--- src/hdl/bip_pkg.sv ---
package bip_pkg;

    //////////////////////////////////////////////////
    // Instruction encoding
    //////////////////////////////////////////////////

    // Opcode field width, upper bits of the instruction
    localparam int NB_OPCODE = 5;

    // Opcodes
    // Codes 8 to 31 are undefined and run as no-op
    typedef enum logic [NB_OPCODE-1:0] {
        OP_HLT  = 5'd0,     // Halt the run
        OP_STO  = 5'd1,     // Mem[operand] <= acc
        OP_LD   = 5'd2,     // Acc <= mem[operand]
        OP_LDI  = 5'd3,     // Acc <= ext(operand)
        OP_ADD  = 5'd4,     // Acc <= acc + mem[operand]
        OP_ADDI = 5'd5,     // Acc <= acc + ext(operand)
        OP_SUB  = 5'd6,     // Acc <= acc - mem[operand]
        OP_SUBI = 5'd7      // Acc <= acc - ext(operand)
    } opcode_t;

    //////////////////////////////////////////////////
    // Datapath controls
    //////////////////////////////////////////////////

    // Accumulator next-value source
    typedef enum logic [1:0] {
        SEL_A_MEM = 2'b00,
        SEL_A_IMM = 2'b01,
        SEL_A_ALU = 2'b10
    } sel_a_t;

    // ALU second operand source
    typedef enum logic {
        SEL_B_MEM = 1'b0,
        SEL_B_IMM = 1'b1
    } sel_b_t;

    // Add/subtract select
    typedef enum logic {
        ALU_SUB = 1'b0,
        ALU_ADD = 1'b1
    } alu_op_t;

endpackage

--- src/hdl/bip_control.sv ---
module bip_control #(
    parameter int NB_OPERAND = 11,
    parameter int NB_PC      = 6
) (
    input  logic                                     i_clk,
    input  logic                                     i_rst,
    // Run handshake
    input  logic                                     i_req,
    // Fetched instruction, held by the program memory read register
    input  logic [bip_pkg::NB_OPCODE+NB_OPERAND-1:0] i_instr,
    output logic                                     o_ack,
    // Fetch address
    output logic [NB_PC-1:0]                         o_pc,
    // Operand, data address and immediate
    output logic [NB_OPERAND-1:0]                    o_operand,
    // Datapath and memory controls, live in EXEC only
    output bip_pkg::sel_a_t                          o_sel_a,
    output bip_pkg::sel_b_t                          o_sel_b,
    output logic                                     o_wr_acc,
    output bip_pkg::alu_op_t                         o_alu_op,
    output logic                                     o_mem_we
);

    localparam int NB_INSTR = bip_pkg::NB_OPCODE + NB_OPERAND;

    // Run sequencer states
    typedef enum logic [2:0] {
        IDLE,
        FETCH,
        EXEC,
        DONE,
        ACK
    } state_t;

    state_t           state;
    state_t           state_next;
    logic [NB_PC-1:0] pc;
    bip_pkg::opcode_t opcode;

    //////////////////////////////////////////////////
    // Instruction fields
    //////////////////////////////////////////////////

    // Undefined codes fall to the decode default
    assign opcode    = bip_pkg::opcode_t'(i_instr[NB_INSTR-1:NB_OPERAND]);
    assign o_operand = i_instr[NB_OPERAND-1:0];

    //////////////////////////////////////////////////
    // Sequencer
    //////////////////////////////////////////////////

    always_comb begin
        state_next = state;
        case (state)
            // Wait for a run request
            IDLE:    if (i_req) state_next = FETCH;
            // Program memory registers the word at PC
            FETCH:   state_next = EXEC;
            // Halt ends the run, anything else fetches again
            EXEC: begin
                if (opcode == bip_pkg::OP_HLT) begin
                    state_next = DONE;
                end else begin
                    state_next = FETCH;
                end
            end
            // One cycle before acknowledge goes high
            DONE:    state_next = ACK;
            // Results frozen until the host drops request
            ACK:     if (!i_req) state_next = IDLE;
            default: state_next = IDLE;
        endcase
    end

    always_ff @(posedge i_clk) begin
        if (!i_rst) begin
            state <= IDLE;
            pc    <= '0;
        end else begin
            state <= state_next;
            // Every run starts at address 0
            if (state == IDLE && i_req) begin
                pc <= '0;
            end else if (state == EXEC && opcode != bip_pkg::OP_HLT) begin
                // Wraps past the top address
                pc <= pc + 1'b1;
            end
        end
    end

    assign o_pc  = pc;
    assign o_ack = (state == ACK);

    //////////////////////////////////////////////////
    // Decode
    //////////////////////////////////////////////////

    always_comb begin
        // Defaults write nothing
        o_sel_a  = bip_pkg::SEL_A_ALU;
        o_sel_b  = bip_pkg::SEL_B_MEM;
        o_alu_op = bip_pkg::ALU_ADD;
        o_wr_acc = 1'b0;
        o_mem_we = 1'b0;
        if (state == EXEC) begin
            case (opcode)
                bip_pkg::OP_STO:  o_mem_we = 1'b1;
                bip_pkg::OP_LD: begin
                    o_sel_a  = bip_pkg::SEL_A_MEM;
                    o_wr_acc = 1'b1;
                end
                bip_pkg::OP_LDI: begin
                    o_sel_a  = bip_pkg::SEL_A_IMM;
                    o_wr_acc = 1'b1;
                end
                bip_pkg::OP_ADD:  o_wr_acc = 1'b1;
                bip_pkg::OP_ADDI: begin
                    o_sel_b  = bip_pkg::SEL_B_IMM;
                    o_wr_acc = 1'b1;
                end
                bip_pkg::OP_SUB: begin
                    o_alu_op = bip_pkg::ALU_SUB;
                    o_wr_acc = 1'b1;
                end
                bip_pkg::OP_SUBI: begin
                    o_sel_b  = bip_pkg::SEL_B_IMM;
                    o_alu_op = bip_pkg::ALU_SUB;
                    o_wr_acc = 1'b1;
                end
                // Halt and undefined codes
                default: ;
            endcase
        end
    end

endmodule

--- config.mk ---
export PLATFORM = sky130hd
export DESIGN_NAME = bip_control
export DESIGN_NICKNAME = d
export VERILOG_FILES = /design/src/hdl/bip_pkg.sv /design/src/hdl/bip_control.sv
export SDC_FILE = /design/constraint.sdc
export NUM_CORES = 1
export LEC_CHECK = 0
export CAP_MARGIN = 20
export CORE_AREA = 4 4 41 43
export CTS_CLUSTER_DIAMETER = 120
export CTS_CLUSTER_SIZE = 14
export DETAILED_ROUTE_END_ITERATION = 16
export DIE_AREA = 0 0 45 47
export DONT_BUFFER_PORTS = 1
export HOLD_SLACK_MARGIN = 0.12
export REMOVE_ABC_BUFFERS = 1
export SLEW_MARGIN = 20
export SYNTH_ARGS = -nofsm -noshare
export SYNTH_HDL_FRONTEND = slang
export SYNTH_SLANG_ARGS = --single-unit
--- constraint.sdc ---
create_clock -name i_clk -period 1.5 [get_ports i_clk]
set_input_delay 0.3 -clock i_clk [delete_from_list [all_inputs] [get_ports i_clk]]
set_output_delay 0.3 -clock i_clk [all_outputs]
set_load 0.05 [all_outputs]
==> Implementation_results.wiki <==
{| class="wikitable"
! Metric !! Value
|-
| Sum of net half-perimeters after detailed placement || 1020 um
|-
| CTS Buf Count || 3
|-
| Failing checks || negative setup slack
|-
| Number of global-route vias before repair || 557
|-
| Fraction of the yosys area taken by sequential cells || 29.9%
|-
| Design area || 739 um2
|-
| Kind of end point of the critical path || output port
|-
| Mapped Area || 603 um2
|-
| Critical Path Source || state[0]$_SDFFE_PN0P_
|-
| # placed instances || 84
|-
| Post-DR wirelength/cell || 15.7 um
|-
| Most frequent cells in the layout || 12 x buf_4, 6 x dfxtp_1, 5 x nor2_1
|-
| Worst clock skew || 0.00449 ns
|-
| Clk root buf || clkbuf_4
|-
| Area after DPL || 673 um2
|-
| Grt ovf || 0
|-
| Starting utilization of the core area || 46.3%
|-
| Slew @ Worst Pin || 0.552 ns
|-
| Site row count || 13
|-
| Number of nets in the finished design || 94
|-
| Areal power density over the cells || 676 mW/mm2
|-
| Number of failing hold endpoints at the final stage || 0
|-
| Result of the run || finished with violations
|-
| Worst hold slack across all endpoints || 0.177 ns
|-
| Fillers || 124
|-
| Worst path required time || 1.20 ns
|-
| Post-detailed-route count of antenna-violating nets || 0
|-
| Flop and latch count out of synthesis || 9
|-
| YS warnings || 0
|-
| TritonCTS clock tree || done
|-
| Die area || 0.00212 mm2
|-
| First-pass detailed-route iteration total || 3
|-
| Post-route insts no fill || 88
|-
| Overall die width || 45 um
|-
| Startpoint types || register
|-
| Wire length of the first global-routing pass || 2340 um
|-
| Clk Latency, worst-skew pair || 0.26 ns
|-
| Share of layout cells above drive strength 1 || 46.6%
|-
| Maximum number of pins on one net before global-route repair || 8
|-
| I/O pin count || 43
|-
| Worst slew margin || 63.1%
|-
| Count of clock tree sinks || 9
|-
| Max rail drop VDD || 0.000354 V
|-
| Achievable frequency || 558 MHz
|-
| Min cycle time layout || 1.79 ns
|-
| Hold Path Origin || i_rst
|-
| Netlist cell types || 30
|-
| Avg Vias per Cell || 5.66
|-
| Detailed-route via count || 498
|-
| Total Wirelength || 1380 um
|-
| Tcrit/Tclk final || 119%
|-
| Max FO, Critical Path || 4
|-
| Area delta synth->final || 22.6%
|-
| Most common cell after layout, fill and taps aside || buf_4
|-
| Crit path kind || reg2out
|-
| Final cell utilization of the core || 56.8%
|-
| Die H || 47 um
|-
| Routability congestion estimate || 0.712
|-
| GRT Resource Usage Total || 16.1%
|-
| Number of buffers added for setup after CTS || 0
|-
| Slew Limit Fails || 0
|-
| Top cell type's share of synthesized area || 29.9%
|-
| Post-Synthesis Mean Instance Area || 9.42 um2
|-
| Gate count of the mapped netlist || 64
|-
| Clock-pin slew reported for the worst setup and hold paths after clock tree synthesis || 0.07 ns
|-
| Data arrival at the endpoint of the critical path || 1.49 ns
|-
| Min setup slack post-route || -0.291 ns
|-
| Leakage power of the design || 0.291 nW
|-
| Hold WC Path Type || in2reg
|-
| Synth top area cells || dfxtp_1 30%, buf_4 14%, nor3b_2 6.2%, xor2_1 5.8%, nor2_1 3.1%
|-
| IO Port Bufs || 0
|-
| Count of routing violations after the opening detailed-route iteration || 1
|-
| Initial antenna violation count || 0
|-
| Reg2reg start || state[0]$_SDFFE_PN0P_
|-
| Register-to-register setup slack || 0.21 ns
|-
| Post-route DRC violation count || 0
|-
| Number of buffers between clock root and the deepest sink || 2
|-
| Maximum level of the CTS H-tree || 1
|-
| Number of endpoints failing setup at the final stage || 6
|-
| Cell type with the highest aggregate area in the netlist || dfxtp_1
|-
| Count of inserted antenna diode cells || 0
|-
| Unrepaired setup endpoints after global routing || yes
|-
| Max_cap viols || 0
|-
| Core area || 0.00130 mm2
|}
-- layout make-up --
cell class / instances / area, um2 / share of cell area [%]
well taps: 15 / 18.8 / 2.54
flip-flops and latches: 9 / 184 / 24.9
inverters: 2 / 7.51 / 1.02
clock buffers: 4 / 26.3 / 3.55
repair buffers: 17 / 159 / 21.5
multi-input cells: 41 / 344 / 46.5
-- synth_stat cells (all sizes together) --
cell,number
a21boi,1
a21oi,2
and2,1
and3,2
buf,12
dfxtp,9
ha,1
inv,2
mux2i,1
nand2,1
nand3,2
nand3b,2
nand4b,1
nor2,5
nor3,2
nor3b,5
nor4,1
o2111ai,1
o211ai,2
o21a,1
o21ai,3
o41ai,1
or3,1
or4,1
xor2,4
-- worst paths after layout --
| check | depth (start not counted) | to |
|---|---|---|
| worst max-delay path | 5 | o_wr_acc |
| worst min-delay path | 2 | state[0]$_SDFFE_PN0P_ |
| worst max register to register | 5 | o_pc[4]$_SDFFE_PP0P_ |
| worst min register to register | 2 | o_pc[4]$_SDFFE_PP0P_ |
-- sequential cells by signal (all words and copies together) (netlist names) --
name	flops
o_pc	6
state	3
-- worst max-delay path: stages (launching register included) --
cell     delay (ns)
dfxtp_2        0.33
nor3b_4        0.20
nor3b_4        0.23
buf_4          0.16
o21a_1         0.16
buf_12         0.14
-- stage by stage --
stage	setup WS, ns	power (W)	TNS [ns]
final	-0.291	0.000500	-1.58
after CTS	-0.281	0.000499	-1.41
after floorplan	-0.951	0.000289	-2.81
after detailed placement	-0.0128	0.000310	-0.0242
after global placement	0.00371	0.000309	0
after global routing	-0.402	0.000523	-2.15
-- cells by family after synthesis --
logic type                 share of synthesized area [%]
AOI/OAI and AO/OA                                   14.9
xor gates and xnor gates                            5.81
adders and majority gates                           2.07
buffers and inverters                               16.8
DFF                                                 29.9
muxes                                               1.66
and+or+nand+nor                                     28.8
-- per-layer routing --
metal  GRT usage (%)  wire (um)  share of wire (%)  up-vias
met5               0          0                  0        -
met4            12.3         46                3.3        0
met3            11.1        177                 13        5
met2            24.6        633                 46       30
met1            15.2        525                 38      228
li1                -          -                  -      235
-- what timing repair did --
| item | 4_1_cts | 5_1_grt |
|---|---|---|
| cloned | 0 | 0 |
| resized for setup | 8 | 4 |
| hold buffers | 0 | 0 |
| setup endpoints to repair | 6 | 7 |
| pin swaps | 2 | 0 |
-- report_power, final --
group,internal (W),total [W],switching (W)
Sequential,0.000244,0.000249,0.00000423
Clock,0.000103,0.000193,0.0000898
Combinational,0.0000280,0.0000585,0.0000305
Note: power is estimated with default switching activity, not from simulation.
