--- src/hdl/bip_program_mem.sv ---
module bip_program_mem #(
    parameter int NB_PC = 6
) (
    input  logic             i_clk,
    // Host load port
    input  logic             i_we,
    input  logic [NB_PC-1:0] i_waddr,
    input  logic [15:0]      i_wdata,
    // Fetch port
    input  logic [NB_PC-1:0] i_raddr,
    output logic [15:0]      o_rdata
);

    // Number of instruction words
    localparam int DEPTH = 2 ** NB_PC;

    logic [15:0] mem [DEPTH];

    //////////////////////////////////////////////////
    // Host write
    //////////////////////////////////////////////////

    // Loaded only while the processor is idle
    always_ff @(posedge i_clk) begin
        if (i_we) begin
            mem[i_waddr] <= i_wdata;
        end
    end

    //////////////////////////////////////////////////
    // Fetch read
    //////////////////////////////////////////////////

    // Addressed in FETCH
    // Output holds the instruction through EXEC
    always_ff @(posedge i_clk) begin
        o_rdata <= mem[i_raddr];
    end

endmodule

--- config.mk ---
export PLATFORM = sky130hd
export DESIGN_NAME = bip_program_mem
export DESIGN_NICKNAME = d
export VERILOG_FILES = /design/src/hdl/bip_program_mem.sv
export SDC_FILE = /design/constraint.sdc
export NUM_CORES = 1
export LEC_CHECK = 0
export ABC_AREA = 1
export BUFFER_PORTS_ARGS = -buffer_cell sky130_fd_sc_hd__buf_2
export CAP_MARGIN = 0
export CELL_PAD_IN_SITES_DETAIL_PLACEMENT = 1
export CELL_PAD_IN_SITES_GLOBAL_PLACEMENT = 2
export CORE_AREA = 3 3 373 375
export CTS_CLUSTER_DIAMETER = 100
export DETAILED_ROUTE_END_ITERATION = 8
export DIE_AREA = 0 0 376 378
export PLACE_DENSITY = 0.71
export SYNTH_ARGS = -nofsm -noshare
export SYNTH_HDL_FRONTEND = slang
export SYNTH_SLANG_ARGS = --single-unit
export TNS_END_PERCENT = 10
--- constraint.sdc ---
create_clock -name i_clk -period 7.2 [get_ports i_clk]
set_input_delay 1.44 -clock i_clk [delete_from_list [all_inputs] [get_ports i_clk]]
set_output_delay 1.44 -clock i_clk [all_outputs]
set_load 0.005 [all_outputs]
==> summary.md, run 1 <==
| Metric | Value |
|---|---|
| Status | `finished clean` |
| Post-CTS setup buffer count | `0` |
| Endpoints failing hold | `0` |
| Setup slack at placement | `approximately 2800 ps` |
| Area added between synthesis and finish | `13.2%` |
| Class of the most critical hold timing path | `flop to flop` |
| Post-Route WL | `128000 um` |
| Final estimated routing congestion in global placement | `just under 0.8` |
| Total area of multi-input combinational cells | `0.00965 sq mm` |
| Std-Cell Rows | `135` |
| Synthesized Nets | `around 3500` |
| Cts bufs inserted | `109` |
| Met2 Wirelength | `roughly 59000 um` |
| Final sum of negative setup slack | `0 ps` |
| Uppermost layer routed | `met5` |
| Skew final | `29.4 ps` |
| Placed insts | `roughly 5200` |
| Metal-1 WL | `58900 um` |
| Core area | `0.136 sq mm` |
| Overall fraction of global-route tracks in use | `0.179` |
| Number of DRC violations after detailed-routing iteration 0 | `2270` |
| IO buf count | `45` |
| Boundary Pins | `between 40 and 50` |
| Count of hold-fix buffers inserted at cts | `0` |
| Via count of the first global-routing pass | `27944` |
| Final Critical Period | `3820 ps` |
| Number of resized instances in the post-cts repair step | `0` |
| Number of distinct standard cells referenced by the synthesized netlist | `16` |
| Most common library cell in the layout ignoring fill and taps | `nand2_1` |
| Final setup slack of the worst path | `3380 ps` |
| Final standard cell count with taps included and fillers excluded | `5422` |
| Wire length of the first global-routing pass | `189000 um` |
| Starting density of the core | `0.310` |
| Cell accounting for the most synthesized area | `edfxtp_1` |
| Overall power | `~13 mW` |
| Slew HR | `0.143` |
| Clock tree from TritonCTS | `done` |
| Cell at the root of the clock tree | `clkbuf_16` |
| Footprint of the flip-flops and latches | `0.0311 sq mm` |
| Total via count in the routed design | `27261` |
| Clock insertion delay at the later pin of the skew report | `about 700 ps` |
| Die Y | `between 300 and 400 um` |
| Clock slew at the register clock pins of the worst setup and hold paths | `60 ps` |
| Part of the Yosys area used for sequential elements | `0.738` |
| Horizontal extent of the die | `376 um` |
| Area fraction of the dominant cell type after synthesis | `0.730` |
| Post-synthesis instance area | `between 0.04 and 0.05 sq mm` |
| Count of maximum capacitance violations | `0` |
| Fill count | `14554` |
| Number of design rule violations left after detail routing | `0` |
| Nets | `3573` |
| CTS sink count | `between 1000 and 1500` |
| YS warnings | `0` |
| Largest cells by area after synthesis | `edfxtp_1 (73%), nand2_1 (12%), nand3_1 (10%)` |
| Transition time at the pin with the least slew margin | `1280 ps` |
| Setup violators final | `0` |
| Synthesized area divided by synthesized cell count | `between 10 and 15 sq um` |
| Number of antenna violations at the first check in global routing | `9` |
| Max Root-Sink Buffers | `3` |
| Metal3 WL | `6420 um` |
| Maximum fanout along the worst path | `114` |
| Maximum resistive drop on vdd | `0.000201 V` |
| Avg Vias per Cell | `slightly above 5` |
| Pwr/cell area | `276 mW/mm^2` |
| Signal arrival time at the worst endpoint | `4440 ps` |
| Pin count of the biggest net entering global routing | `165` |
| Crit start category | `input pin` |
| Worst Setup End Kind | `flop` |
| Global-route congestion overflow total | `0` |
| Die outline area | `0.142 sq mm` |
| Flop and latch count out of synthesis | `1040` |
| Worst Path Class, Setup | `input pin to flop` |
| Total leakage power | `around 17 nW` |
| Total iterations of the first detailed-routing run | `5` |
| CTS H-Tree Depth | `3` |
| Number of slew-limit violations in the final report | `0` |
| RSZ-0062 raised after global routing | `no` |
| Half-perimeter wire length after placement | `66700 um` |
| Proportion of layout cells with a drive suffix above 1 | `0.0913` |
| DRT antenna net count | `0` |
| Core utilization of the finished layout | `0.351` |
| Leading cell types in the layout, fill and taps excluded | `nand2_1 (1296), edfxtp_1 (1024), nand3_1 (871)` |
| Average wire length per cell after detail routing | `23.6 um` |
| Gate count after technology mapping | `between 3000 and 4000` |
| Final worst path period share | `0.530` |
| Required time at the endpoint of the critical path | `approximately 7800 ps` |
| Max Clock Freq | `0.262 GHz` |
-- critical path: stages --
cell and delay [ps]:
buf_8 690, inv_8 470, buf_4 490, nand3_1 140, nand3_1 80, nand2_1 170
nand2_1 70, nand3_1 140, nand3_1 270, nand2_1 250
-- Yosys cell counts --
cell / n
nand2_1: 1296
edfxtp_1: 1024
nand3_1: 871
buf_2: 113
nor2_1: 56
buf_6: 49
clkbuf_1: 26
buf_4: 19
buf_1: 17
dfxtp_1: 16
inv_1: 9
nand4_1: 9
nor4_1: 8
inv_2: 2
buf_8: 1
inv_8: 1
-- power breakdown --
group          leakage, nW  switching (mW)  internal, mW
Combinational         5.73           0.608         0.180
Clock                 1.76            2.38          3.27
Sequential            9.35          0.0230          6.70
Total                 16.8            3.01          10.2
-- registers in the layout, indices dropped and copies added (netlist names) --
register	cells
o_rdata	16
mem	1024
-- cells by family (layout without fill, tap and decap cells) --
group / after synthesis / in the layout / share of synthesized area
buffers and inverters: 237 / 356 / 0.0354
and+or+nand+nor: 2240 / 2240 / 0.227
DFF: 1040 / 1040 / 0.738
other: 0 / 5 / 0
-- metrics by stage --
stage	hold WS, ps	instance area [sq um]
after global routing	918	47600
final	826	47600
after CTS	844	47600
after detailed placement	824	44100
after global placement	812	44100
after floorplan	722	42100
-- layout make-up --
class,count,share of cell area
sequential,1040,0.652
tap,1781,0.0468
antenna,5,0.000263
timing repair buffer,140,0.0218
clock buffer,146,0.0637
multi-input combinational,2240,0.203
inverter,12,0.00155
clock inverter,58,0.0111
-- final timing paths --
path                             startpoint           to  slack [ps]  cells past startpoint
worst max-delay path             i_raddr[1]  o_rdata[11]        3380                     10
worst max register to register  mem[50][11]  o_rdata[11]        5420                      8
worst min-delay path             mem[38][1]   o_rdata[1]         830                      8
worst min register to register   mem[38][1]   o_rdata[1]         830                      8
-- per-layer routing --
| metal | GRT usage | up-vias |
|---|---|---|
| li1 | - | 12455 |
| met4 | 0.0472 | 8 |
| met5 | 0 | - |
| met3 | 0.0343 | 167 |
| met2 | 0.285 | 549 |
| met1 | 0.250 | 14082 |
No activity file was read; power rests on OpenSTA's default activity.
==> inputs of run 2 (changes only) <==
==> config.mk (replaced) <==
export PLATFORM = sky130hd
export DESIGN_NAME = bip_program_mem
export DESIGN_NICKNAME = d
export VERILOG_FILES = /design/src/hdl/bip_program_mem.sv
export SDC_FILE = /design/constraint.sdc
export NUM_CORES = 1
export LEC_CHECK = 0
export ABC_AREA = 0
export BUFFER_PORTS_ARGS = -buffer_cell sky130_fd_sc_hd__buf_2
export CAP_MARGIN = 0
export CELL_PAD_IN_SITES_DETAIL_PLACEMENT = 1
export CELL_PAD_IN_SITES_GLOBAL_PLACEMENT = 2
export CORE_AREA = 3 3 364 366
export CTS_CLUSTER_DIAMETER = 100
export DETAILED_ROUTE_END_ITERATION = 8
export DIE_AREA = 0 0 367 369
export PLACE_DENSITY = 0.65
export SYNTH_ARGS = -nofsm -noshare
export SYNTH_HDL_FRONTEND = slang
export SYNTH_SLANG_ARGS = --single-unit
export TNS_END_PERCENT = 10
==> constraint.sdc (replaced) <==
create_clock -name i_clk -period 3.95 [get_ports i_clk]
set_input_delay 0.79 -clock i_clk [delete_from_list [all_inputs] [get_ports i_clk]]
set_output_delay 0.79 -clock i_clk [all_outputs]
set_load 0.005 [all_outputs]
==> summary.md, run 2 <==
| Metric | Value |
|---|---|
| Core area | `0.129 sq mm (was 0.136 sq mm)` |
| Number of resized instances in the post-cts repair step | `0 (unchanged)` |
| Avg Vias per Cell | `5.08 (was 5.03)` |
| Total iterations of the first detailed-routing run | `5 (unchanged)` |
| Largest cells by area after synthesis | `edfxtp_1 (77%), mux4_2 (12%), mux2i_1 (2.1%) (was edfxtp_1 (73%), nand2_1 (12%), nand3_1 (10%))` |
| Cell at the root of the clock tree | `clkbuf_16 (unchanged)` |
| Clock insertion delay at the later pin of the skew report | `700 ps (was 710 ps)` |
| Die outline area | `0.135 sq mm (was 0.142 sq mm)` |
| Proportion of layout cells with a drive suffix above 1 | `0.285 (was 0.0913)` |
| Skew final | `52.7 ps (was 29.4 ps)` |
| Via count of the first global-routing pass | `20460 (was 27944)` |
| Internal power | `18.6 mW (was 10.2 mW)` |
| Post-Route WL | `109000 um (was 128000 um)` |
| Clock network fraction of design power | `0.433 (was 0.429)` |
| YS warnings | `0 (unchanged)` |
| Worst Path Class, Setup | `input pin to flop (unchanged)` |
| Overall fraction of global-route tracks in use | `0.159 (was 0.179)` |
| Most common library cell in the layout ignoring fill and taps | `edfxtp_1 (was nand2_1)` |
| Final estimated routing congestion in global placement | `0.795 (was 0.770)` |
| Nets | `2051 (was 3573)` |
| Internal reg-to-reg setup slack | `1640 ps (was 5420 ps)` |
| CTS sink count | `1040 (unchanged)` |
| Boundary Pins | `46 (unchanged)` |
| IO buf count | `45 (unchanged)` |
| Number of distinct standard cells referenced by the synthesized netlist | `43 (was 16)` |
| Number of design rule violations left after detail routing | `0 (unchanged)` |
| Setup slack at placement | `515 ps (was 2780 ps)` |
| Final standard cell count with taps included and fillers excluded | `3855 (was 5422)` |
| Half-perimeter wire length after placement | `67900 um (was 66700 um)` |
| Number of DRC violations after detailed-routing iteration 0 | `2070 (was 2270)` |
| Switching Power | `5.08 mW (was 3.01 mW)` |
| Number of flops mapped to enable cells by yosys | `1024 (unchanged)` |
| Slew HR | `0.200 (was 0.143)` |
| Ordered list of cells on the worst path | `buf_8 -> buf_12 -> mux4_2 -> mux2i_1 -> a22oi_1 -> a31oi_1 -> a311oi_1 (was buf_8 -> inv_8 -> buf_4 -> nand3_1 -> nand3_1 -> nand2_1 -> nand2_1 -> nand3_1 -> nand3_1 -> nand2_1)` |
| Post-synthesis instance area | `0.0400 sq mm (was 0.0421 sq mm)` |
| Share of total power consumed by net switching | `0.214 (was 0.229)` |
| R2r worst-path depth | `5 (was 8)` |
| Flop and latch count out of synthesis | `1040 (unchanged)` |
| Max Root-Sink Buffers | `3 (unchanged)` |
| Combinational power share | `0.050 (was 0.060)` |
| Portion of total power attributed to sequential cells | `0.517 (was 0.511)` |
| Reg-to-Reg End | `o_rdata[13] (was o_rdata[11])` |
| Cell with the most instances after synthesis | `edfxtp_1 (was nand2_1)` |
| Cell accounting for the most synthesized area | `edfxtp_1 (unchanged)` |
| Max Clock Freq | `0.358 GHz` |
| R2R Path Start | `mem[23][13] (was mem[50][11])` |
| Final Critical Period | `2800 ps` |
| DRT antenna net count | `0 (unchanged)` |
| Synth async-reset ratio | `0 (unchanged)` |
| Starting density of the core | `0.309 (was 0.310)` |
| Placed insts | `3655 (was 5213)` |
| Min-Delay Startpoint | `i_wdata[8] (was mem[38][1])` |
| CTS H-Tree Depth | `3 (unchanged)` |
| Top_reg_cell synth | `edfxtp_1 (unchanged)` |
| Area added between synthesis and finish | `16.2% (was 13.2%)` |
| Biggest registers after layout | `mem: 1024 flops, o_rdata: 16 flops (unchanged)` |
| Final setup slack of the worst path | `1150 ps (was 3380 ps)` |
| Total via count in the routed design | `19577 (was 27261)` |
| Synthesized area divided by synthesized cell count | `21.9 sq um (was 12.0 sq um)` |
| Wire length of the first global-routing pass | `156000 um (was 189000 um)` |
| Pwr/cell area | `510 mW/mm^2 (was 276 mW/mm^2)` |
| Status | `finished clean (unchanged)` |
| Part of the Yosys area used for sequential elements | `0.776 (was 0.738)` |
| Maximum resistive drop on vdd | `0.000404 V (was 0.000201 V)` |
| Required time at the endpoint of the critical path | `4480 ps (was 7820 ps)` |
| Die Y | `369 um (was 378 um)` |
| Transition time at the pin with the least slew margin | `1200 ps (was 1280 ps)` |
| Pin count of the biggest net entering global routing | `65 (was 165)` |
| Clock tree from TritonCTS | `done (unchanged)` |
| Total leakage power | `14.6 nW (was 16.8 nW)` |
| Area fraction of the dominant cell type after synthesis | `0.768 (was 0.730)` |
| Final sum of negative setup slack | `0 ps (unchanged)` |
| Worst Hold Path Cells | `1 (was 8)` |
| Maximum fanout along the worst path | `41 (was 114)` |
| Slowest stage delay, CP | `550 ps (was 690 ps)` |
| Count of maximum capacitance violations | `0 (unchanged)` |
| Number of flip-flops under the largest register name | `1024 (unchanged)` |
| Endpoint of the worst hold path | `mem[2][8] (was o_rdata[1])` |
| Post-CTS setup buffer count | `0 (unchanged)` |
| Leading cell types in the layout, fill and taps excluded | `edfxtp_1 (1024), mux4_2 (220), buf_4 (132) (was nand2_1 (1296), edfxtp_1 (1024), nand3_1 (871))` |
| Horizontal extent of the die | `367 um (was 376 um)` |
| Gate count after technology mapping | `1829 (was 3517)` |
| Most used standard cells in the synthesized netlist | `edfxtp_1 (1024), mux4_2 (220), mux2i_1 (85) (was nand2_1 (1296), edfxtp_1 (1024), nand3_1 (871))` |
| Final worst path period share | `0.708` |
| Std-Cell Rows | `132 (was 135)` |
| Number of slew-limit violations in the final report | `0 (unchanged)` |
| CP max-delay cell | `mux4_2 (was buf_8)` |
| Signal arrival time at the worst endpoint | `3320 ps (was 4440 ps)` |
| Count of hold-fix buffers inserted at cts | `0 (unchanged)` |
| Cts bufs inserted | `106 (was 109)` |
| RSZ-0062 raised after global routing | `no (unchanged)` |
| Endpoints failing hold | `0 (unchanged)` |
| Largest register by flop count | `mem (unchanged)` |
| Worst Setup End Kind | `flop (unchanged)` |
| Setup violators final | `0 (unchanged)` |
| Class of the most critical hold timing path | `input pin to flop (was flop to flop)` |
| Global-route congestion overflow total | `0 (unchanged)` |
| Clock slew at the register clock pins of the worst setup and hold paths | `60 ps (about the same)` |
| Average wire length per cell after detail routing | `28.2 um (was 23.6 um)` |
| Crit start category | `input pin (unchanged)` |
| Number of antenna violations at the first check in global routing | `13 (was 9)` |
| Synthesized Nets | `1859 (was 3547)` |
## run 2: changes by cell type in the layout (fill, tap and decap cells not counted), sizes merged, moves of 39 or more
cell | previous run | this run
nand3 | 871 | 24
mux4 | 0 | 224
buf | 140 | 188
mux2i | 0 | 85
a22oi | 0 | 39
nand2 | 1296 | 60
## run 2: per-layer routing
metal / wire [um] / up-vias / part of all wire / global-route usage
met2: 51500 / 625 / 0.47 / 0.256
met3: 6490 / 141 / 0.060 / 0.0260
met4: 2460 / 6 / 0.023 / 0.0413
met1: 48100 / 10723 / 0.44 / 0.224
li1: - / 8082 / - / -
met5: 34 / - / 0.00031 / 0
## run 2: how the worst max path moves through the flow
stage / start / endpoint / slack, ps / cells after the start
after CTS: i_raddr[0] / o_rdata[10] / 1240 / 7
final: i_raddr[0] / o_rdata[4] / 1150 / 7
after floorplan: i_waddr[3] / mem[48][0] / 1130 / 4
after global placement: i_raddr[0] / o_rdata[10] / 510 / 7
after detailed placement: i_raddr[0] / o_rdata[4] / 510 / 7
after global routing: i_raddr[0] / o_rdata[10] / 1080 / 7
## run 2: per-stage QoR
stage / hold WS (ps) / power (mW) / instance area, sq um / util
after floorplan: 750 / 13.1 / 40000 / -
after global placement: 873 / 13.7 / 43000 / 0.332
after detailed placement: 887 / 13.7 / 43000 / 0.332
after CTS: 593 / 23.9 / 46500 / 0.359
after global routing: 627 / 24.5 / 46500 / 0.359
final: 635 / 23.7 / 46500 / 0.359
## run 2: power by group through the flow
stage                     Sequential [mW]  Clock [mW]  Combinational [mW]
after CTS                            12.3        10.5                1.21
final                                12.3        10.3                1.18
after global routing                 12.3        10.9                1.26
after detailed placement             12.5           0                1.20
after floorplan                      12.5           0               0.632
after global placement               12.5           0                1.17
## run 2: cells by family (layout without fill, tap and decap cells)
| logic type | Yosys count | count (layout) | synth area share |
|---|---|---|---|
| DFF | 1040 | 1040 | 0.776 |
| muxes | 336 | 336 | 0.155 |
| and+or+nand+nor | 220 | 220 | 0.0265 |
| AOI/OAI and AO/OA | 129 | 129 | 0.0241 |
| buffers and inverters | 104 | 383 | 0.0183 |
| other | 0 | 5 | 0 |
## run 2: cell type report
cell class / instances / area (sq um)
Antenna cell: 5 / 12.5
Clock buffer: 127 / 2770
Clock inverter: 68 / 796
Fill cell: 12622 / 82900
Multi-Input combinational cell: 685 / 8250
Sequential cell: 1040 / 31100
Tap cell: 1742 / 2180
Timing Repair Buffer: 188 / 1460
## run 2: worst max-delay path: cells and delay by family
family	cells	cell delay (ps)
AOI/OAI and AO/OA	3	830
muxes	2	970
buffers and inverters	2	650
