$ cat src/hdl/bip_pkg.sv
package bip_pkg;

    //////////////////////////////////////////////////
    // Instruction encoding
    //////////////////////////////////////////////////

    // Opcode field width, upper bits of the instruction
    localparam int NB_OPCODE = 5;

    // Opcodes
    // Codes 8 to 31 are undefined and run as no-op
    typedef enum logic [NB_OPCODE-1:0] {
        OP_HLT  = 5'd0,     // Halt the run
        OP_STO  = 5'd1,     // Mem[operand] <= acc
        OP_LD   = 5'd2,     // Acc <= mem[operand]
        OP_LDI  = 5'd3,     // Acc <= ext(operand)
        OP_ADD  = 5'd4,     // Acc <= acc + mem[operand]
        OP_ADDI = 5'd5,     // Acc <= acc + ext(operand)
        OP_SUB  = 5'd6,     // Acc <= acc - mem[operand]
        OP_SUBI = 5'd7      // Acc <= acc - ext(operand)
    } opcode_t;

    //////////////////////////////////////////////////
    // Datapath controls
    //////////////////////////////////////////////////

    // Accumulator next-value source
    typedef enum logic [1:0] {
        SEL_A_MEM = 2'b00,
        SEL_A_IMM = 2'b01,
        SEL_A_ALU = 2'b10
    } sel_a_t;

    // ALU second operand source
    typedef enum logic {
        SEL_B_MEM = 1'b0,
        SEL_B_IMM = 1'b1
    } sel_b_t;

    // Add/subtract select
    typedef enum logic {
        ALU_SUB = 1'b0,
        ALU_ADD = 1'b1
    } alu_op_t;

endpackage

$ cat src/hdl/bip_datapath.sv
module bip_datapath #(
    parameter int NB_DATA    = 16,
    parameter int NB_OPERAND = 11
) (
    input  logic                  i_clk,
    input  logic                  i_rst,
    // Controls from the decoder
    input  bip_pkg::sel_a_t       i_sel_a,
    input  bip_pkg::sel_b_t       i_sel_b,
    input  logic                  i_wr_acc,
    input  bip_pkg::alu_op_t      i_alu_op,
    // Instruction operand
    input  logic [NB_OPERAND-1:0] i_operand,
    // Data memory read data
    input  logic [NB_DATA-1:0]    i_mem_rdata,
    // Accumulator, also the memory write data
    output logic [NB_DATA-1:0]    o_acc
);

    // Sign bits added on top of the operand
    localparam int NB_EXT = NB_DATA - NB_OPERAND;

    logic [NB_DATA-1:0] operand_ext;
    logic [NB_DATA-1:0] mux_a;
    logic [NB_DATA-1:0] mux_b;
    logic [NB_DATA-1:0] alu_out;
    logic [NB_DATA-1:0] acc;

    //////////////////////////////////////////////////
    // Operand extension and selectors
    //////////////////////////////////////////////////

    // Replicate operand MSB into the upper bits
    assign operand_ext = {{NB_EXT{i_operand[NB_OPERAND-1]}}, i_operand};

    // B input of the ALU
    always_comb begin
        case (i_sel_b)
            bip_pkg::SEL_B_IMM: mux_b = operand_ext;
            default:            mux_b = i_mem_rdata;
        endcase
    end

    // Add or subtract, wraps at NB_DATA bits
    always_comb begin
        case (i_alu_op)
            bip_pkg::ALU_ADD: alu_out = acc + mux_b;
            default:          alu_out = acc - mux_b;
        endcase
    end

    // Next accumulator value
    always_comb begin
        case (i_sel_a)
            bip_pkg::SEL_A_MEM: mux_a = i_mem_rdata;
            bip_pkg::SEL_A_IMM: mux_a = operand_ext;
            bip_pkg::SEL_A_ALU: mux_a = alu_out;
            default:            mux_a = '0;
        endcase
    end

    //////////////////////////////////////////////////
    // Accumulator
    //////////////////////////////////////////////////

    always_ff @(posedge i_clk) begin
        if (!i_rst) begin
            acc <= '0;
        end else if (i_wr_acc) begin
            acc <= mux_a;
        end
    end

    assign o_acc = acc;

endmodule

$ cat config.mk
export PLATFORM = sky130hd
export DESIGN_NAME = bip_datapath
export DESIGN_NICKNAME = d
export VERILOG_FILES = /design/src/hdl/bip_pkg.sv /design/src/hdl/bip_datapath.sv
export SDC_FILE = /design/constraint.sdc
export NUM_CORES = 1
export LEC_CHECK = 0
export BUFFER_PORTS_ARGS = -buffer_cell sky130_fd_sc_hd__buf_2
export CAP_MARGIN = 0
export CORE_ASPECT_RATIO = 0.9
export CORE_MARGIN = 1.5
export CORE_UTILIZATION = 56
export CTS_CLUSTER_DIAMETER = 100
export DETAILED_ROUTE_END_ITERATION = 10
export GPL_TIMING_DRIVEN = 0
export PLACE_DENSITY = 0.82
export SLEW_MARGIN = 20
export SYNTH_ARGS = -nofsm -noshare
export SYNTH_HDL_FRONTEND = slang
export SYNTH_SLANG_ARGS = --single-unit
$ cat constraint.sdc
create_clock -name i_clk -period 4.9 [get_ports i_clk]
set_input_delay 0.735 -clock i_clk [delete_from_list [all_inputs] [get_ports i_clk]]
set_output_delay 0.735 -clock i_clk [all_outputs]
set_load 0.02 [all_outputs]
==> run_results.csv, run 1 <==
group,metric,value,unit
status,status,"finished, final reports clean",
critical_path,startpoint_type,"input port",
critical_path,critical-path-max-stage-delay,0.41,ns
flow_run,drv_cap,0,
critical_path,reg2reg_to,"o_acc[11]",
finish,drive_gt1_share,15.6,%
place,place.gp.congestion,0.947,
routing,via_per_inst,6.41,
critical_path,path_class,"input port to register",
critical_path,regToRegSetupSlack,2.65,ns
global_route,grt_pass1_wl,10.9,mm
floorplan,die_x,70.4,um
hold_path,min_to,"o_acc[8]",
critical_path,critPathSlowestCell,"clkbuf_1",
cts,cts_max_path_buffers,2,
finish,antenna_cells,0,
global_route,grt_max_degree,11,
critical_path,cp.arrival,4.66,ns
global_route,grtUsageTotal,30.2,%
critical_path,reg2reg_depth,7,
sta,clock_skew,0.00696,ns
synth,synthArstFlopShare,0,%
cts,h-tree-depth,1,
sta,fin_crit_sh,92.1,%
floorplan,rows,21,
floorplan,io_pins,50,
sta,max_freq,222,MHz
power,vdd.ir_drop.worst,153,uV
sta,hold_violations,0,
routing,wirelength,6.72,mm
finish,area_growth,15.1,%
routing,via_count,2591,
sta,fin_crit,4.51,ns
synth,ys_warn_count,0,
synth,ys_types,55,
cts,cts_hold_buf,0,
place,io_buffers,45,
critical_path,reg2reg_from,"o_acc[1]",
sta,final_max_slew_viol_count,0,
cts,clk_pin_slew,0.07,ns
finish,largest_reg_flops,16,
power,power.density,227,nW/um^2
sta,fin_tns_setup,0,ns
power,p_leak,0.00121,uW
synth,synth_area,2290,um^2
synth,yosysSeqAreaShare,14.0,%
floorplan,dieHeight,63.6,um
floorplan,start_util,60.1,%
synth,synth_cells,309,
routing,wire_per_inst,16.6,um
hold_path,min_path_type,"register to register",
sta,setup_slack,0.388,ns
global_route,grt_pass1_vias,2239,
sta,slew_headroom,51.7,%
critical_path,startpoint,"i_sel_b",
critical_path,cp.required,5.05,ns
finish,fin_nets,413,
synth,synth_nets,363,
critical_path,path_cells,"buf_2 -> clkbuf_1 -> clkbuf_2 -> buf_2 -> mux2i_1 -> ha_1 -> and4b_1 -> a21oi_1 -> xnor2_1 -> ha_1 -> clkbuf_1 -> a21oi_1 -> o21ai_0 -> o41ai_1 -> o41a_1 -> xnor2_1 -> o21ai_1",
cts,cts.sinks,16,
routing,drc,0,
global_route,antenna_found_initial,0,
routing,final_antenna_net_count,0,
place,dpl.hpwl,5.14,mm
sta,finalSetupViolations,0,
place,pre_cts_ws,-0.134,ns
cts,cts_root_buffer,"clkbuf_8",
critical_path,end_kind,"register",
cts,cts_buffers,3,
routing,first_pass_iters,5,
floorplan,design.die.area,4480,um^2
cts,clk_latency,0.26,ns
hold_path,hold-path-cell-count,2,
routing,drtIter0Drc,190,
synth,avgSynthCellArea,7.41,um^2
sta,rsz0062_at_grt,"no",
sta,worstMarginPinSlew,0.724,ns
synth,ys.flop_type,"dfxtp_1",
critical_path,cp_max_fo,10,
global_route,grt-ovfl-total,0,
hold_path,min_from,"o_acc[8]",
floorplan,design.core.area,3810,um^2
synth,synth_edf_count,0,
cts,cts_tree,"built",
synth,ys_seq_elements,16,
==> area by class of cell <==
class | instances | area, um^2
fill | 328 | 1180
sequential | 16 | 320
tap | 46 | 57.6
timing repair buffer | 45 | 225
multi-input combinational | 261 | 1850
clock buffer | 4 | 55.1
inverter | 13 | 48.8
buffer | 19 | 73.8
==> where the power goes <==
part	internal, uW	switching, uW
logic	134	192
registers	141	9.80
clock network	71.4	49.6
==> synthesized netlist by cell type, drive strengths merged (5+ instances only) <==
| cell | count | area (um^2) |
|---|---|---|
| nor2 | 27 | 101 |
| o21ai | 27 | 135 |
| a21oi | 24 | 120 |
| mux2i | 23 | 230 |
| xnor2 | 20 | 175 |
| ha | 19 | 238 |
| clkbuf | 18 | 67.6 |
| nand2 | 17 | 63.8 |
| dfxtp | 16 | 320 |
| inv | 13 | 48.8 |
| nor3 | 9 | 45.0 |
| nand3 | 6 | 30.0 |
| nor2b | 5 | 31.3 |
| o211ai | 5 | 37.5 |
==> critical path, delay by kind of cell <==
| kind | cells | cell delay, ns |
|---|---|---|
| XOR/XNOR | 2 | 0.34 |
| AO/OA/AOI/OAI | 6 | 1.06 |
| AND/OR/NAND/NOR | 1 | 0.31 |
| buffers and inverters | 5 | 1.46 |
| multiplexers | 1 | 0.26 |
| adder cells (fa/ha/maj) | 2 | 0.48 |
==> cell families after synthesis <==
group	Yosys count	synth area share, %
compound gates	96	27.1
mux	27	12.0
fa+ha+maj	20	11.3
flops	16	14.0
buf+inv	32	5.30
xor+xnor	24	9.19
simple gates	94	21.2
==> per-stage QoR <==
| stage | area (um^2) | total power, uW | hold WS [ns] | instances | util, % |
|---|---|---|---|---|---|
| after floorplan | 2290 | 384 | 0.562 | 309 | - |
| after detailed placement | 2570 | 466 | 0.496 | 400 | 67.5 |
| after global placement | 2570 | 459 | 0.485 | 400 | 67.5 |
| after global routing | 2630 | 634 | 0.540 | 404 | 69.1 |
| after CTS | 2630 | 587 | 0.509 | 404 | 68.9 |
| final | 2630 | 597 | 0.507 | 404 | 69.1 |
==> worst max path at each step <==
stage,end,slack (ns),cells after the start
floorplan,o_acc[11],0.84,15
global route,o_acc[15],0.11,17
CTS,o_acc[13],0.12,16
finish,o_acc[15],0.39,17
detailed placement,o_acc[13],-0.13,16
global placement,o_acc[11],-0.01,16
==> placed cells by master (no fill, tap or decap), drive strengths merged, types with 16 or more instances in the layout <==
cell type,netlist,final
mux2i,23,23
clkbuf,18,22
nand2,17,17
ha,19,19
nor2,27,27
dfxtp,16,16
a21oi,24,24
xnor2,20,20
buf,1,46
o21ai,27,27
==> what timing repair did <==
item                                    CTS  global route
setup buffers                             0             0
endpoints found under the setup margin    0             4
resized for setup                         0             3
==> layer usage <==
layer	global-route usage (%)	routed length, um	vias to the layer above	share of wire, %
li1	-	-	1244	-
met1	46.1	3170	1196	47
met2	46.5	2910	141	43
met3	1.60	566	10	8.4
met4	6.73	77	0	1.1
met5	0	0	-	0
(Power assumes the default switching activity.)
==> inputs of run 2 (changes only) <==
ABC_AREA = 1   (was unset)
CORE_ASPECT_RATIO = 1.5   (was 0.9)
==> run_results.csv, run 2 <==
group,metric,value,unit
cts,cts_hold_buf,0,
finish,final_util,67.4,%
synth,synth_edf_count,0,
place,place.gp.congestion,0.902,
synth,yosysSeqAreaShare,13.8,%
synth,synth_nets,453,
global_route,grt_max_degree,11,
critical_path,critPathMostFrequentCell,"nand2_1",
synth,synth_top_area_cell,"nand2_1",
critical_path,cp.required,5.10,ns
finish,largest_reg_flops,16,
cts,clk_latency,0.26,ns
finish,antenna_cells,0,
synth,ys.flop_type,"dfxtp_1",
global_route,antenna_found_initial,0,
floorplan,design.die.area,4540,um^2
cts,cts_root_buffer,"clkbuf_8",
critical_path,cp_max_fo,10,
critical_path,path_buf_inv,6,
sta,max_freq,267,MHz
finish,drive_gt1_share,18.6,%
synth,avgSynthCellArea,5.81,um^2
cts,cts_resized,0,
critical_path,startpoint_type,"input port",
floorplan,die_x,55.5,um
cts,cts_tree,"built",
routing,drtIter0Drc,136,
synth,ys_seq_elements,16,
critical_path,critical-path-max-stage-delay,0.35,ns
cts,h-tree-depth,1,
sta,timing.hold.ws,0.485,ns
routing,wire_per_inst,13.5,um
routing,via_count,2712,
synth,yosys-top-cells-count,"nand2_1, inv_1, a21oi_1, nand3_1, ha_1",
sta,fin_tns_setup,0,ns
critical_path,end_kind,"register",
synth,synth_area,2320,um^2
synth,synth_cells,399,
synth,synthArstFlopShare,0,%
synth,synth_top_area_share,21.2,%
critical_path,path_delay_family,"simple AND/OR/NAND/NOR gates",
floorplan,rows,28,
global_route,grt-ovfl-total,0,
floorplan,io_pins,50,
finish,fin_nets,506,
finish,layout_commonest_cell,"nand2_1",
cts,clk_pin_slew,0.08,ns
sta,slew_headroom,51.7,%
synth,ys_types,35,
global_route,grtUsageTotal,29.7,%
cts,cts_buffers,3,
sta,fin_crit,3.75,ns
synth,ys_warn_count,0,
floorplan,start_util,58.5,%
synth,yosysMostFrequentCell,"nand2_1",
sta,worstMarginPinSlew,0.722,ns
sta,rsz0062_at_grt,"no",
finish,area_growth,15.2,%
sta,finalSetupViolations,0,
power,vdd.ir_drop.worst,176,uV
place,dp.cells,492,
routing,via_per_inst,5.47,
synth,synth.area.top_cells,"nand2_1, dfxtp_1, inv_1",
flow_run,drv_cap,0,
sta,final_max_slew_viol_count,0,
floorplan,design.core.area,3960,um^2
global_route,grt_pass1_wl,10.6,mm
critical_path,path_class,"input port to register",
critical_path,cp.arrival,3.94,ns
sta,hold_violations,0,
hold_path,min_path_type,"register to register",
routing,final_antenna_net_count,0,
finish,final_cell_mix,"nand2_1, inv_1, buf_2",
power,p_leak,0.00157,uW
cts,postCtsSetupBuffers,0,
power,power.density,211,nW/um^2
floorplan,dieHeight,81.8,um
finish,final_cells,496,
routing,first_pass_iters,5,
global_route,grt_pass1_vias,2492,
sta,fin_crit_sh,76.5,%
cts,cts_max_path_buffers,2,
cts,cts.sinks,16,
routing,wirelength,6.71,mm
place,io_buffers,48,
sta,clock_skew,0.00421,ns
status,status,"finished, final reports clean",
critical_path,critPathSlowestCell,"ha_1",
place,dpl.hpwl,5.37,mm
routing,drc,0,
## run 2: worst paths after layout
check,from,endpoint,slack [ns],depth (start not counted)
worst max-delay path,i_sel_b,o_acc[15],1.15,25
worst min-delay path,o_acc[13],o_acc[13],0.49,2
worst max register to register,o_acc[0],o_acc[14],2.71,15
worst min register to register,o_acc[13],o_acc[13],0.49,2
## run 2: cell families (layout without fill, tap and decap cells)
logic type                 Yosys count  count (layout)  synth area share [%]
and+or+nand+nor                    212             212                  41.1
buffers and inverters               74             126                  12.7
AOI/OAI and AO/OA                   61              61                  15.2
adders and majority gates           20              20                  11.1
xor gates and xnor gates            16              16                  6.05
DFF                                 16              16                  13.8
## run 2: area by class of cell
class                   count  area [um^2]
inverters                  68          255
well taps                  45         56.3
multi-input cells         309         1700
fillers                   390         1290
flip-flops and latches     16          320
clock buffers               4         55.1
repair buffers             48          240
plain buffers               6         38.8
## run 2: metrics by stage
| stage | worst slack [ns] | cell area (um^2) | power [uW] |
|---|---|---|---|
| after floorplan | 1.61 | 2320 | 357 |
| after global placement | 1.02 | 2610 | 427 |
| after detailed placement | 0.973 | 2610 | 433 |
| after CTS | 1.24 | 2670 | 561 |
| after global routing | 0.989 | 2670 | 604 |
| final | 1.15 | 2670 | 562 |
## run 2: power breakdown
part | switching [uW] | internal [uW] | total [uW] | leakage, uW
Combinational | 183 | 104 | 287 | 0.00141
Sequential | 8.28 | 139 | 147 | 0.000131
Clock | 56.1 | 71.6 | 128 | 0.0000288
## run 2: worst register-to-register path: stages (launching register included)
cell and delay, ns:
dfxtp_1 0.35, ha_1 0.23, inv_1 0.07, fa_1 0.35
inv_1 0.10, nand3_1 0.07, nand2_1 0.16, nand2_1 0.08
nand2_1 0.11, nand3_1 0.10, nand2_1 0.09, nand2_1 0.05
nand3_1 0.09, nand3_1 0.08, nand2_1 0.07, a21oi_1 0.05
## run 2: routing by layer
metal	up-vias	share of wire (%)	wire (um)	GRT usage [%]
li1	1372	-	-	-
met1	1197	38	2560	30.4
met2	116	51	3410	57.4
met3	27	6.0	401	2.99
met4	0	5.1	341	18.8
met5	-	0	0	0
==> inputs of run 3 (changes only) <==
CORE_UTILIZATION = 50   (was 56)
PLACE_DENSITY = 0.77   (was 0.82)
clock period = 3.3 ns   (was 4.9 ns; I/O delays follow)
==> run_results.csv, run 3 (synthesized netlist as in run 2, its figures left out) <==
group,metric,value,unit
status,status,"finished, final reports clean",
global_route,grt_pass1_vias,2486,
routing,drtIter0Drc,181,
finish,area_growth,20.4,%
critical_path,regToRegSetupSlack,1.07,ns
floorplan,rows,30,
power,vdd.ir_drop.worst,217,uV
finish,layout_commonest_cell,"nand2_1",
routing,first_pass_iters,4,
hold_path,min_from,"o_acc[6]",
hold_path,hold-path-cell-count,2,
cts,clk_latency,0.27,ns
floorplan,die_x,58.6,um
sta,fin_crit,3.12,ns
floorplan,io_pins,50,
critical_path,startpoint_type,"input port",
sta,max_freq,321,MHz
cts,cts_max_path_buffers,2,
power,power.total,866,uW
sta,clock_skew,0.00626,ns
sta,final_max_slew_viol_count,0,
floorplan,start_util,51.4,%
sta,finalSetupViolations,0,
place,io_buffers,48,
critical_path,reg2reg_to,"o_acc[14]",
routing,wirelength,6.95,mm
critical_path,cp.required,3.44,ns
finish,fillers,479,
sta,timing.hold.ws,0.485,ns
hold_path,min_to,"o_acc[6]",
finish,drive_gt1_share,21.3,%
flow_run,drv_cap,0,
cts,cts_buffers,3,
cts,cts_tree,"built",
cts,cts.sinks,16,
global_route,grt_pass1_wl,10.8,mm
floorplan,design.core.area,4500,um^2
global_route,antenna_found_initial,0,
routing,via_per_inst,5.37,
sta,slew_headroom,57.1,%
sta,worstMarginPinSlew,0.642,ns
critical_path,reg2reg_from,"o_acc[0]",
critical_path,end_kind,"register",
sta,hold_violations,0,
finish,post-route-cell-area,2790,um^2
cts,clk_pin_slew,0.08,ns
place,dpl.hpwl,5.46,mm
finish,largest_reg_flops,16,
critical_path,critPathSlowestCell,"or2_2",
critical_path,startpoint,"i_sel_b",
finish,fin_nets,510,
floorplan,dieHeight,86.4,um
finish,final_cell_mix,"nand2_1, inv_1, buf_2",
floorplan,design.die.area,5060,um^2
cts,cts_root_buffer,"clkbuf_8",
critical_path,critPathMostFrequentCell,"nand2_1",
routing,drc,0,
critical_path,path_class,"input port to register",
routing,wire_per_inst,13.8,um
finish,antenna_cells,0,
hold_path,min_path_type,"register to register",
sta,fin_tns_setup,0,ns
global_route,grtUsageTotal,27.9,%
critical_path,cp_max_fo,6,
power,p_leak,0.00161,uW
power,power.density,311,nW/um^2
global_route,grt_max_degree,11,
critical_path,reg2reg_depth,15,
routing,via_count,2700,
critical_path,cp.arrival,3.25,ns
place,place.gp.congestion,0.928,
cts,cts_hold_buf,0,
sta,fin_crit_sh,94.4,%
cts,h-tree-depth,1,
place,dpl_cell_area,2620,um^2
routing,final_antenna_net_count,0,
global_route,grt-ovfl-total,0,
critical_path,critical-path-max-stage-delay,0.28,ns
-- run 3: worst max path at each step --
stage / to / slack, ns / cells past startpoint
floorplan: o_acc[15] / 0.25 / 23
global placement: o_acc[15] / -0.35 / 24
detailed placement: o_acc[15] / -0.36 / 24
CTS: o_acc[11] / 0.006 / 24
global route: o_acc[14] / -0.02 / 22
finish: o_acc[15] / 0.18 / 26
-- run 3: stage by stage --
stage / utilization (%) / cells / setup slack [ns]
final: 61.9 / 503 / 0.184
after global routing: 61.9 / 503 / -0.0243
after CTS: 59.5 / 499 / 0.00649
after detailed placement: 58.1 / 495 / -0.355
after global placement: 58.1 / 495 / -0.346
after floorplan: - / 399 / 0.251
-- run 3: what timing repair did --
item                                    in CTS  in global routing
setup buffers                                0                  4
resized for setup                            2                 15
pin swaps                                    0                  1
endpoints found under the setup margin       1                 10
-- run 3: final cells by class --
class	instances	area [um^2]	share of cell area, %
Buffer	6	46.3	1.66
Clock buffer	4	55.1	1.97
Inverter	68	258	9.24
Multi-Input combinational cell	309	1760	63.3
Sequential cell	16	320	11.5
Tap cell	48	60.1	2.15
Timing Repair Buffer	52	285	10.2
-- run 3: power by group --
group | leakage [uW] | switching [uW] | internal, uW | total, uW
combinational | 0.00145 | 284 | 170 | 454
sequential | 0.000131 | 12.5 | 206 | 219
clock | 0.0000288 | 87.2 | 107 | 194
-- run 3: per-layer routing --
metal	global-route usage [%]	wire length [um]	up-vias
met1	30.2	2710	1212
met4	16.7	323	0
met5	0	0	-
met3	1.94	319	23
met2	51.1	3590	86
li1	-	-	1379
-- run 3: critical path, delay by kind of cell --
kind / cells / cell delay [ns]
adder cells (fa/ha/maj): 2 / 0.43
XOR/XNOR: 1 / 0.14
AO/OA/AOI/OAI: 2 / 0.23
AND/OR/NAND/NOR: 15 / 1.41
buffers and inverters: 6 / 0.55
